## src/verilog/ddr_wr_pkg.sv

```systemverilog
package ddr_wr_pkg;

  ////////////////////////////////////////
  // widths
  ////////////////////////////////////////
  localparam int SAMPLE_W       = 32;                 // one counter sample
  localparam int DATA_W         = 128;                // axi data bus
  localparam int ADDR_W         = 30;                 // byte address, as on the mig port
  localparam int WORDS_PER_BEAT = DATA_W / SAMPLE_W;  // 4 samples per beat
  localparam int LANE_W         = $clog2(WORDS_PER_BEAT); // packing lane index

  ////////////////////////////////////////
  // payload types
  ////////////////////////////////////////
  typedef logic [SAMPLE_W-1:0] sample_t;
  typedef sample_t [WORDS_PER_BEAT-1:0] beat_t;  // sample 0 in the low word
  typedef logic [ADDR_W-1:0] addr_t;

  // aw / ar carry only what varies, the rest is fixed incr full-width
  typedef struct packed {
    addr_t      addr;  // burst start, byte address
    logic [7:0] len;   // beats minus one
  } axi_aw_t;

  typedef struct packed {
    addr_t      addr;  // burst start, byte address
    logic [7:0] len;   // beats minus one
  } axi_ar_t;

  typedef struct packed {
    beat_t data;  // strobe is all ones
    logic  last;  // final beat of burst
  } axi_w_t;

  typedef struct packed {
    beat_t data;
    logic  last;  // final beat of burst
  } axi_r_t;

  ////////////////////////////////////////
  // fsm states
  ////////////////////////////////////////
  typedef enum logic [1:0] {
    WR_IDLE,  // wait for threshold
    WR_ADDR,  // aw pending
    WR_DATA,  // w beats
    WR_RESP   // wait for b
  } wr_state_e;

  typedef enum logic [1:0] {
    RD_IDLE,  // accept user request
    RD_ADDR,  // ar pending
    RD_DATA   // r beats to user
  } rd_state_e;

endpackage

```

## src/verilog/axi_burst_master.sv

```systemverilog
`timescale 1ns/1ps

module axi_burst_master #(
  parameter int unsigned        BURST_LEN = 4,   // beats per burst
  parameter ddr_wr_pkg::addr_t  WR_BASE   = '0   // first write address
) (
  input  logic                c0_ddr4_ui_clk,
  input  logic                rst_n,
  // write buffer side
  input  ddr_wr_pkg::beat_t   beat,
  input  logic                beat_valid,
  output logic                beat_ready,
  input  logic                burst_avail,
  // axi write channels
  output ddr_wr_pkg::axi_aw_t aw,
  output logic                awvalid,
  input  logic                awready,
  output ddr_wr_pkg::axi_w_t  w,
  output logic                wvalid,
  input  logic                wready,
  input  logic                bvalid,
  output logic                bready,
  // axi read channels
  output ddr_wr_pkg::axi_ar_t ar,
  output logic                arvalid,
  input  logic                arready,
  input  ddr_wr_pkg::axi_r_t  r,
  input  logic                rvalid,
  output logic                rready,
  // user read port
  input  ddr_wr_pkg::addr_t   rd_req,
  input  logic                rd_req_valid,
  output logic                rd_req_ready,
  output ddr_wr_pkg::axi_r_t  rd_data,
  output logic                rd_data_valid,
  input  logic                rd_data_ready
);

  import ddr_wr_pkg::*;

  localparam logic [7:0] LAST_IDX = 8'(BURST_LEN - 1);            // axi len field
  localparam addr_t      WR_STEP  = addr_t'(BURST_LEN * (DATA_W / 8)); // bytes per burst

  ////////////////////////////////////////
  // write side
  ////////////////////////////////////////
  wr_state_e  wr_state_q;
  wr_state_e  wr_state_d;
  addr_t      wr_addr_q;  // next burst address
  logic [7:0] wbeat_q;    // beat index inside burst
  logic       w_fire;
  logic       b_fire;

  assign awvalid   = (wr_state_q == WR_ADDR);
  assign aw.addr   = wr_addr_q;
  assign aw.len    = LAST_IDX;

  assign wvalid     = (wr_state_q == WR_DATA) && beat_valid;
  assign beat_ready = (wr_state_q == WR_DATA) && wready;  // pop on w handshake
  assign w.data     = beat;
  assign w.last     = (wbeat_q == LAST_IDX);
  assign w_fire     = wvalid && wready;

  assign bready = (wr_state_q == WR_RESP);
  assign b_fire = bvalid && bready;

  always_comb begin
    wr_state_d = wr_state_q;
    case (wr_state_q)
      WR_IDLE: if (burst_avail) wr_state_d = WR_ADDR;  // one burst per threshold
      WR_ADDR: if (awready) wr_state_d = WR_DATA;
      WR_DATA: if (w_fire && w.last) wr_state_d = WR_RESP;
      WR_RESP: if (bvalid) wr_state_d = WR_IDLE;
      default: wr_state_d = WR_IDLE;
    endcase
  end

  always_ff @(posedge c0_ddr4_ui_clk or negedge rst_n) begin
    if (!rst_n) begin
      wr_state_q <= WR_IDLE;
      wr_addr_q  <= WR_BASE;
      wbeat_q    <= '0;
    end else begin
      wr_state_q <= wr_state_d;
      if (w_fire) begin
        wbeat_q <= w.last ? 8'd0 : wbeat_q + 8'd1;  // restart each burst
      end
      if (b_fire) begin
        wr_addr_q <= wr_addr_q + WR_STEP;  // incrementing bursts
      end
    end
  end

  ////////////////////////////////////////
  // read side
  ////////////////////////////////////////
  rd_state_e rd_state_q;
  rd_state_e rd_state_d;
  addr_t     rd_addr_q;  // latched request
  logic      req_fire;
  logic      r_fire;

  assign rd_req_ready = (rd_state_q == RD_IDLE);
  assign req_fire     = rd_req_valid && rd_req_ready;

  assign arvalid = (rd_state_q == RD_ADDR);
  assign ar.addr = rd_addr_q;
  assign ar.len  = LAST_IDX;

  // r beats go out to the user unchanged
  assign rd_data       = r;
  assign rd_data_valid = (rd_state_q == RD_DATA) && rvalid;
  assign rready        = (rd_state_q == RD_DATA) && rd_data_ready;
  assign r_fire        = rvalid && rready;

  always_comb begin
    rd_state_d = rd_state_q;
    case (rd_state_q)
      RD_IDLE: if (req_fire) rd_state_d = RD_ADDR;
      RD_ADDR: if (arready) rd_state_d = RD_DATA;
      RD_DATA: if (r_fire && r.last) rd_state_d = RD_IDLE;
      default: rd_state_d = RD_IDLE;
    endcase
  end

  always_ff @(posedge c0_ddr4_ui_clk) begin
    if (req_fire) begin
      rd_addr_q <= rd_req;  // payload
    end
  end

  always_ff @(posedge c0_ddr4_ui_clk or negedge rst_n) begin
    if (!rst_n) begin
      rd_state_q <= RD_IDLE;
    end else begin
      rd_state_q <= rd_state_d;  // runs alongside the write fsm
    end
  end

endmodule

```

## src/verilog/burst_fifo.sv

```systemverilog
`timescale 1ns/1ps

module burst_fifo #(
  parameter int unsigned BURST_LEN  = 4,   // beats per axi burst
  parameter int unsigned FIFO_DEPTH = 16   // beats, power of two
) (
  input  logic                c0_ddr4_ui_clk,
  input  logic                rst_n,
  input  ddr_wr_pkg::sample_t sample,
  input  logic                sample_valid,
  output logic                sample_ready,
  output ddr_wr_pkg::beat_t   beat,
  output logic                beat_valid,
  input  logic                beat_ready,
  output logic                burst_avail   // at least one burst stored
);

  import ddr_wr_pkg::*;

  localparam int PTR_W = $clog2(FIFO_DEPTH);
  localparam int LVL_W = $clog2(FIFO_DEPTH + 1);

  ////////////////////////////////////////
  // packing
  ////////////////////////////////////////
  beat_t             pack_q;    // lanes collected so far
  logic [LANE_W-1:0] lane_q;    // next lane to fill
  logic              pend_q;    // complete beat stuck behind a full buffer
  beat_t             wr_beat;   // beat going into storage
  logic              s_fire;
  logic              last_lane; // fourth sample accepted now

  ////////////////////////////////////////
  // storage
  ////////////////////////////////////////
  beat_t             mem [FIFO_DEPTH];
  logic [PTR_W-1:0]  wr_ptr_q;
  logic [PTR_W-1:0]  rd_ptr_q;
  logic [LVL_W-1:0]  level_q;   // beats held
  logic              full;
  logic              push;
  logic              pop;

  assign full         = (level_q == LVL_W'(FIFO_DEPTH));
  assign sample_ready = !(pend_q && full);  // stall producer, nothing dropped
  assign s_fire       = sample_valid && sample_ready;
  assign last_lane    = s_fire && (lane_q == LANE_W'(WORDS_PER_BEAT - 1));

  // a fresh beat goes straight in with the incoming top sample
  always_comb begin
    wr_beat = pack_q;
    if (!pend_q) begin
      wr_beat[WORDS_PER_BEAT-1] = sample;
    end
  end

  assign push = !full && (pend_q || last_lane);
  assign pop  = beat_valid && beat_ready;

  assign beat        = mem[rd_ptr_q];     // head of buffer
  assign beat_valid  = (level_q != '0);
  assign burst_avail = (level_q >= LVL_W'(BURST_LEN)); // same cycle as level

  always_ff @(posedge c0_ddr4_ui_clk) begin
    if (s_fire) begin
      pack_q[lane_q] <= sample;  // fill current lane
    end
    if (push) begin
      mem[wr_ptr_q] <= wr_beat;
    end
  end

  always_ff @(posedge c0_ddr4_ui_clk or negedge rst_n) begin
    if (!rst_n) begin
      lane_q   <= '0;
      pend_q   <= 1'b0;
      wr_ptr_q <= '0;
      rd_ptr_q <= '0;
      level_q  <= '0;
    end else begin
      if (s_fire) begin
        lane_q <= lane_q + 1'b1;  // wraps after the top lane
      end
      if (last_lane && full) begin
        pend_q <= 1'b1;           // hold the whole beat in pack_q
      end else if (push) begin
        pend_q <= 1'b0;
      end
      if (push) begin
        wr_ptr_q <= wr_ptr_q + 1'b1;
      end
      if (pop) begin
        rd_ptr_q <= rd_ptr_q + 1'b1;
      end
      case ({push, pop})
        2'b10:   level_q <= level_q + 1'b1;
        2'b01:   level_q <= level_q - 1'b1;
        default: level_q <= level_q;  // both or neither
      endcase
    end
  end

endmodule

```

## src/verilog/ddr_wr_rd_top.sv

```systemverilog
`timescale 1ns/1ps

module ddr_wr_rd_top #(
  parameter int unsigned       BURST_LEN  = 4,   // write threshold in beats
  parameter int unsigned       FIFO_DEPTH = 16,  // buffer beats
  parameter ddr_wr_pkg::addr_t WR_BASE    = '0
) (
  input  logic                c0_ddr4_ui_clk,
  input  logic                rst_n,
  input  logic                wr_en,
  // axi4 to memory controller
  output ddr_wr_pkg::axi_aw_t aw,
  output logic                awvalid,
  input  logic                awready,
  output ddr_wr_pkg::axi_w_t  w,
  output logic                wvalid,
  input  logic                wready,
  input  logic                bvalid,
  output logic                bready,
  output ddr_wr_pkg::axi_ar_t ar,
  output logic                arvalid,
  input  logic                arready,
  input  ddr_wr_pkg::axi_r_t  r,
  input  logic                rvalid,
  output logic                rready,
  // user read port
  input  ddr_wr_pkg::addr_t   rd_req,
  input  logic                rd_req_valid,
  output logic                rd_req_ready,
  output ddr_wr_pkg::axi_r_t  rd_data,
  output logic                rd_data_valid,
  input  logic                rd_data_ready
);

  import ddr_wr_pkg::*;

  sample_t sample;        // generator to buffer
  logic    sample_valid;
  logic    sample_ready;
  beat_t   beat;          // buffer to master
  logic    beat_valid;
  logic    beat_ready;
  logic    burst_avail;

  ////////////////////////////////////////
  // datapath chain
  ////////////////////////////////////////
  sample_gen u_gen (
    .c0_ddr4_ui_clk (c0_ddr4_ui_clk),
    .rst_n          (rst_n),
    .wr_en          (wr_en),
    .sample         (sample),
    .sample_valid   (sample_valid),
    .sample_ready   (sample_ready)
  );

  burst_fifo #(
    .BURST_LEN  (BURST_LEN),
    .FIFO_DEPTH (FIFO_DEPTH)
  ) u_fifo (
    .c0_ddr4_ui_clk (c0_ddr4_ui_clk),
    .rst_n          (rst_n),
    .sample         (sample),
    .sample_valid   (sample_valid),
    .sample_ready   (sample_ready),
    .beat           (beat),
    .beat_valid     (beat_valid),
    .beat_ready     (beat_ready),
    .burst_avail    (burst_avail)
  );

  axi_burst_master #(
    .BURST_LEN (BURST_LEN),
    .WR_BASE   (WR_BASE)
  ) u_master (
    .c0_ddr4_ui_clk (c0_ddr4_ui_clk),
    .rst_n          (rst_n),
    .beat           (beat),
    .beat_valid     (beat_valid),
    .beat_ready     (beat_ready),
    .burst_avail    (burst_avail),
    .aw             (aw),
    .awvalid        (awvalid),
    .awready        (awready),
    .w              (w),
    .wvalid         (wvalid),
    .wready         (wready),
    .bvalid         (bvalid),
    .bready         (bready),
    .ar             (ar),
    .arvalid        (arvalid),
    .arready        (arready),
    .r              (r),
    .rvalid         (rvalid),
    .rready         (rready),
    .rd_req         (rd_req),
    .rd_req_valid   (rd_req_valid),
    .rd_req_ready   (rd_req_ready),
    .rd_data        (rd_data),
    .rd_data_valid  (rd_data_valid),
    .rd_data_ready  (rd_data_ready)
  );

endmodule

```

## src/verilog/sample_gen.sv

```systemverilog
`timescale 1ns/1ps

module sample_gen (
  input  logic                c0_ddr4_ui_clk,
  input  logic                rst_n,
  input  logic                wr_en,         // write window
  output ddr_wr_pkg::sample_t sample,
  output logic                sample_valid,
  input  logic                sample_ready
);

  import ddr_wr_pkg::*;

  sample_t count_q;  // running sample value, kept across windows
  logic    valid_q;  // registered offer
  logic    s_fire;   // accepted transfer

  assign s_fire       = valid_q && sample_ready;
  assign sample       = count_q;   // held while not accepted
  assign sample_valid = valid_q;

  always_ff @(posedge c0_ddr4_ui_clk or negedge rst_n) begin
    if (!rst_n) begin
      count_q <= '0;
      valid_q <= 1'b0;
    end else begin
      // offer starts the cycle after wr_en, and an offer already
      // on the bus stays until the buffer takes it
      valid_q <= wr_en || (valid_q && !sample_ready);
      if (s_fire) begin
        count_q <= count_q + 1'b1;  // step only on handshake
      end
    end
  end

endmodule
```

## config.mk

```make
export PLATFORM = sky130hd
export DESIGN_NAME = ddr_wr_rd_top
export DESIGN_NICKNAME = d
export VERILOG_FILES = /design/src/verilog/ddr_wr_pkg.sv /design/src/verilog/axi_burst_master.sv /design/src/verilog/burst_fifo.sv /design/src/verilog/ddr_wr_rd_top.sv /design/src/verilog/sample_gen.sv
export SDC_FILE = /design/constraint.sdc
export NUM_CORES = 2
export LEC_CHECK = 0
export ABC_CLOCK_PERIOD_IN_PS = 18900
export BUFFER_PORTS_ARGS = -buffer_cell sky130_fd_sc_hd__buf_4
export CAP_MARGIN = 20
export CELL_PAD_IN_SITES_DETAIL_PLACEMENT = 0
export CELL_PAD_IN_SITES_GLOBAL_PLACEMENT = 2
export CORE_ASPECT_RATIO = 0.7
export CORE_UTILIZATION = 45
export CTS_CLUSTER_SIZE = 30
export DETAILED_ROUTE_END_ITERATION = 7
export PLACE_DENSITY_LB_ADDON = 0.1
export SYNTH_ARGS = -nofsm -noshare
export SYNTH_HDL_FRONTEND = slang
export SYNTH_HIERARCHICAL = 1
export SYNTH_SLANG_ARGS = --single-unit
```

## constraint.sdc

```tcl
create_clock -name c0_ddr4_ui_clk -period 18.9 [get_ports c0_ddr4_ui_clk]
set_input_delay 0 -clock c0_ddr4_ui_clk [delete_from_list [all_inputs] [get_ports c0_ddr4_ui_clk]]
set_output_delay 0 -clock c0_ddr4_ui_clk [all_outputs]
set_load 0.03 [all_outputs]
```

==> impl_metrics.prom <==
# TYPE chip_impl_metric gauge
chip_impl_info{name="outcome",value="finished with violations"} 1
chip_impl_info{name="violations",value="design-rule violations"} 1
chip_impl_metric{name="final_routed_drc_violation_total",unit=""} 42
chip_impl_metric{name="tns",unit="ps"} 0
chip_impl_metric{name="fin_hold_ws",unit="ps"} 0.0116
chip_impl_metric{name="post-route-min-period",unit="ps"} 6480
chip_impl_metric{name="synthesis.yosys.warnings",unit=""} 6
chip_impl_metric{name="layout.filler_cells",unit=""} 15300
chip_impl_metric{name="internal-power",unit="mW"} 9.99
chip_impl_metric{name="setup-violations-final",unit=""} 0
chip_impl_metric{name="netSwitchingPower",unit="mW"} 4.46
chip_impl_metric{name="final_max_slew_viol_count",unit=""} 0
chip_impl_metric{name="clockPowerShare",unit="%"} 28.8
chip_impl_metric{name="die_h",unit="µm"} 373
chip_impl_metric{name="cts_buffers",unit=""} 220
chip_impl_metric{name="finalHoldViolations",unit=""} 0
chip_impl_metric{name="swShare",unit="%"} 30.9
chip_impl_metric{name="fp.dieW",unit="µm"} 533
chip_impl_metric{name="mappedNetlistArea",unit="mm²"} 0.0887
chip_impl_metric{name="min_delay_path_depth",unit=""} 0
chip_impl_info{name="start_kind",value="register"} 1
chip_impl_metric{name="multi_input_area",unit="mm²"} 0.0174
chip_impl_metric{name="power.sequential.fraction",unit="%"} 43.5
chip_impl_metric{name="wl",unit="mm"} 214
chip_impl_info{name="grt_setup_unrepaired",value="no"} 1
chip_impl_metric{name="num_vias",unit=""} 39500
chip_impl_metric{name="ff_latch_area",unit="mm²"} 0.0684
chip_impl_metric{name="critPathArrivalTime",unit="ps"} 6480
chip_impl_info{name="most-common-layout-cells",value="2206 x edfxtp_1, 578 x mux4_2, 307 x buf_4, 222 x clkbuf_16, 80 x dfrtp_1"} 1
chip_impl_metric{name="clk_transition_reported_paths",unit="ps"} 60
chip_impl_metric{name="htree_depth",unit=""} 4
chip_impl_metric{name="clkLatencyLatePin",unit="ps"} 860
chip_impl_metric{name="synth_edf_count",unit=""} 2206
chip_impl_metric{name="dr.first_iter.drc_count",unit=""} 4224
chip_impl_metric{name="post-cts-setup-buffers",unit=""} 0
chip_impl_info{name="setup.worst_path.class",value="register to primary output"} 1
chip_impl_metric{name="r2r_cells",unit=""} 7
chip_impl_metric{name="pwr-share-comb",unit="%"} 27.7
chip_impl_metric{name="power-per-cell-area",unit="mW/mm²"} 146
chip_impl_metric{name="routed_via_density",unit=""} 5.76
chip_impl_info{name="leading_cell_type_in_the_layout_fill_and_taps_excluded",value="edfxtp_1"} 1
chip_impl_metric{name="grt_util_all_layers",unit="%"} 21.5
chip_impl_metric{name="io_pins",unit=""} 510
chip_impl_metric{name="row_count",unit=""} 135
chip_impl_metric{name="port_buffers",unit=""} 231
chip_impl_metric{name="synth.yosys.seq_area_share",unit="%"} 77.1
chip_impl_metric{name="grt_start_max_net_pins",unit=""} 115
chip_impl_metric{name="critical_path_required",unit="ps"} 18900
chip_impl_metric{name="drive_gt1_share",unit="%"} 29.4
chip_impl_metric{name="fmax",unit="MHz"} 154
chip_impl_metric{name="drt_pass1_iterations",unit=""} 8
chip_impl_metric{name="worst_pin_slew",unit="ps"} 1120
chip_impl_info{name="ys.flop_type",value="edfxtp_1"} 1
chip_impl_metric{name="ys_ff_latch",unit=""} 2291
chip_impl_metric{name="vdd_drop_max",unit="µV"} 111
chip_impl_metric{name="synth.distinct_cells",unit=""} 54
chip_impl_metric{name="routedWlPerCell",unit="µm"} 31.2
chip_impl_metric{name="ant_nets",unit=""} 0
chip_impl_metric{name="syn2layout_area_growth",unit="%"} 11.6
chip_impl_info{name="cts_root_buf",value="clkbuf_16"} 1
chip_impl_metric{name="timing.clock.skew",unit="ps"} 57.0
chip_impl_metric{name="synth.avg_cell_area",unit="µm²"} 22.8
chip_impl_metric{name="gpl.final_weighted_congestion",unit=""} 0.720
chip_impl_metric{name="maximum_number_of_buffers_from_clock_root_to_sink",unit=""} 4
chip_impl_metric{name="async_reset_ff_share",unit="%"} 3.71
chip_impl_metric{name="synth_cells",unit=""} 3894
chip_impl_metric{name="antenna_found_initial",unit=""} 12
chip_impl_metric{name="maxSlewHeadroom",unit="%"} 25.6
chip_impl_metric{name="worstPathMaxFanout",unit=""} 93
chip_impl_info{name="element_type_at_the_critical_path_end",value="primary output"} 1
chip_impl_metric{name="floorplan.initialDensity",unit="%"} 45.6
chip_impl_metric{name="dieArea",unit="mm²"} 0.199
chip_impl_info{name="hp-class",value="input pin to primary output"} 1
chip_impl_metric{name="timing.final.crit_share",unit="%"} 34.3
chip_impl_metric{name="power.leakage",unit="nW"} 32.5
chip_impl_metric{name="num-nets-final",unit=""} 4266
chip_impl_metric{name="cts.sink_count",unit=""} 2291
chip_impl_info{name="cts_tree",value="done"} 1
chip_impl_metric{name="post-dp-hpwl",unit="mm"} 112
chip_impl_metric{name="grt_pass1_vias",unit=""} 40500
chip_impl_metric{name="maxCapViolations",unit=""} 0
chip_impl_metric{name="global_route.overflow_total",unit=""} 0
chip_impl_metric{name="wire_length_of_the_first_global_routing_pass",unit="mm"} 304
chip_impl_metric{name="core_region_area",unit="mm²"} 0.195
[Yosys cell counts (41+ instances only)]
cell type	n	area (µm²)
a211oi_1	41	308
a21oi_1	53	265
buf_2	45	225
buf_4	321	2410
clkbuf_1	50	188
dfrtp_1	85	2130
edfxtp_1	2206	66200
mux2i_1	68	681
mux4_2	578	13000
nand2_1	44	165
nor2b_1	43	269
xnor2_1	53	464
[final cells by class]
type	count	share of cell area [%]
Tap cell	2603	3.29
Inverter	19	0.0797
Clock inverter	115	0.899
Clock buffer	270	5.80
Timing Repair Buffer	387	3.23
Multi-Input combinational cell	1156	17.6
Sequential cell	2291	69.1
Antenna cell	12	0.0303
[registers in the layout, indices dropped and copies added, names as in the netlist]
name	cells
u_fifo/pend_q	1
u_fifo/pack_q	128
u_fifo/rd_ptr_q	4
u_master/wbeat_q	8
u_gen/sample	32
u_master/rd_state_q	2
u_master/wr_addr_q	24
u_fifo/mem	2048
u_fifo/level_q	5
u_gen/sample_valid	1
u_master/wr_state_q	2
u_master/rd_addr_q	30
u_fifo/lane_q	2
u_fifo/wr_ptr_q	4
[per-layer routing]
metal | part of all wire, % | wire (µm) | global-route usage (%)
met5 | 0 | 0 | 0.191
met3 | 6.1 | 13100 | 3.57
met2 | 45 | 97200 | 31.9
met1 | 47 | 100000 | 33.5
met4 | 1.7 | 3630 | 4.60
[power groups by stage]
stage	registers [mW]	clock network, mW	logic [mW]
2_1_floorplan	6.25	0	3.21
3_3_place_gp	6.39	0	4.08
3_5_place_dp	6.40	0	4.08
4_1_cts	6.29	4.26	4.10
5_1_grt	6.33	4.43	4.24
6_report	6.29	4.16	4.00
[final timing paths]
kind	slack, ps	start	endpoint
setup / recovery	12420	u_fifo/rd_ptr_q[0]	w[23]
hold / removal	0.01	r[87]	rd_data[87]
setup reg to reg	13280	u_fifo/pend_q	u_fifo/mem[8][116]
hold reg to reg	490	u_master/wr_addr_q[29]	u_master/wr_addr_q[29]
max in group asynchronous	17700	rst_n	u_fifo/rd_ptr_q[1]
min in group asynchronous	200	rst_n	u_master/wbeat_q[2]
[critical path: stages, from the launching register on]
cell and delay [ps]:
dfrtp_4 1000, buf_12 600, buf_4 860, buf_4 840, buf_4 870, mux4_2 590
nor2b_1 140, a211oi_1 270, a21oi_1 150, buf_4 270
[logic make-up (layout without fill, tap and decap cells)]
logic type | count (synthesis) | in the layout | share of synthesized area (%)
compound gates | 131 | 131 | 0.955
xor+xnor | 69 | 69 | 0.681
fa+ha+maj | 22 | 22 | 0.319
buf+inv | 467 | 791 | 3.53
flops | 2291 | 2291 | 77.1
mux | 683 | 683 | 15.9
other cells | 2 | 34 | 0.00847
simple gates | 229 | 229 | 1.49
[per-stage QoR]
| step | area, µm² | util [%] | std cells | total power, mW | setup WS (ps) |
|---|---|---|---|---|---|
| after CTS | 98900 | 50.8 | 6841 | 14.7 | 12000 |
| after global placement | 91500 | 47.0 | 6383 | 10.5 | 12890 |
| after global routing | 98900 | 50.8 | 6844 | 15.0 | 11770 |
| final | 98900 | 50.9 | 6853 | 14.4 | 12420 |
| after floorplan | 88800 | - | 3914 | 9.46 | 8240 |
| after detailed placement | 91600 | 47.1 | 6384 | 10.5 | 12880 |
[what timing repair did]
| item | CTS | global route |
|---|---|---|
| hold buffers | 72 | 0 |
| endpoints found under the hold margin | 186 | 0 |
| resized for setup | 0 | 0 |
(Power assumes the default switching activity.)
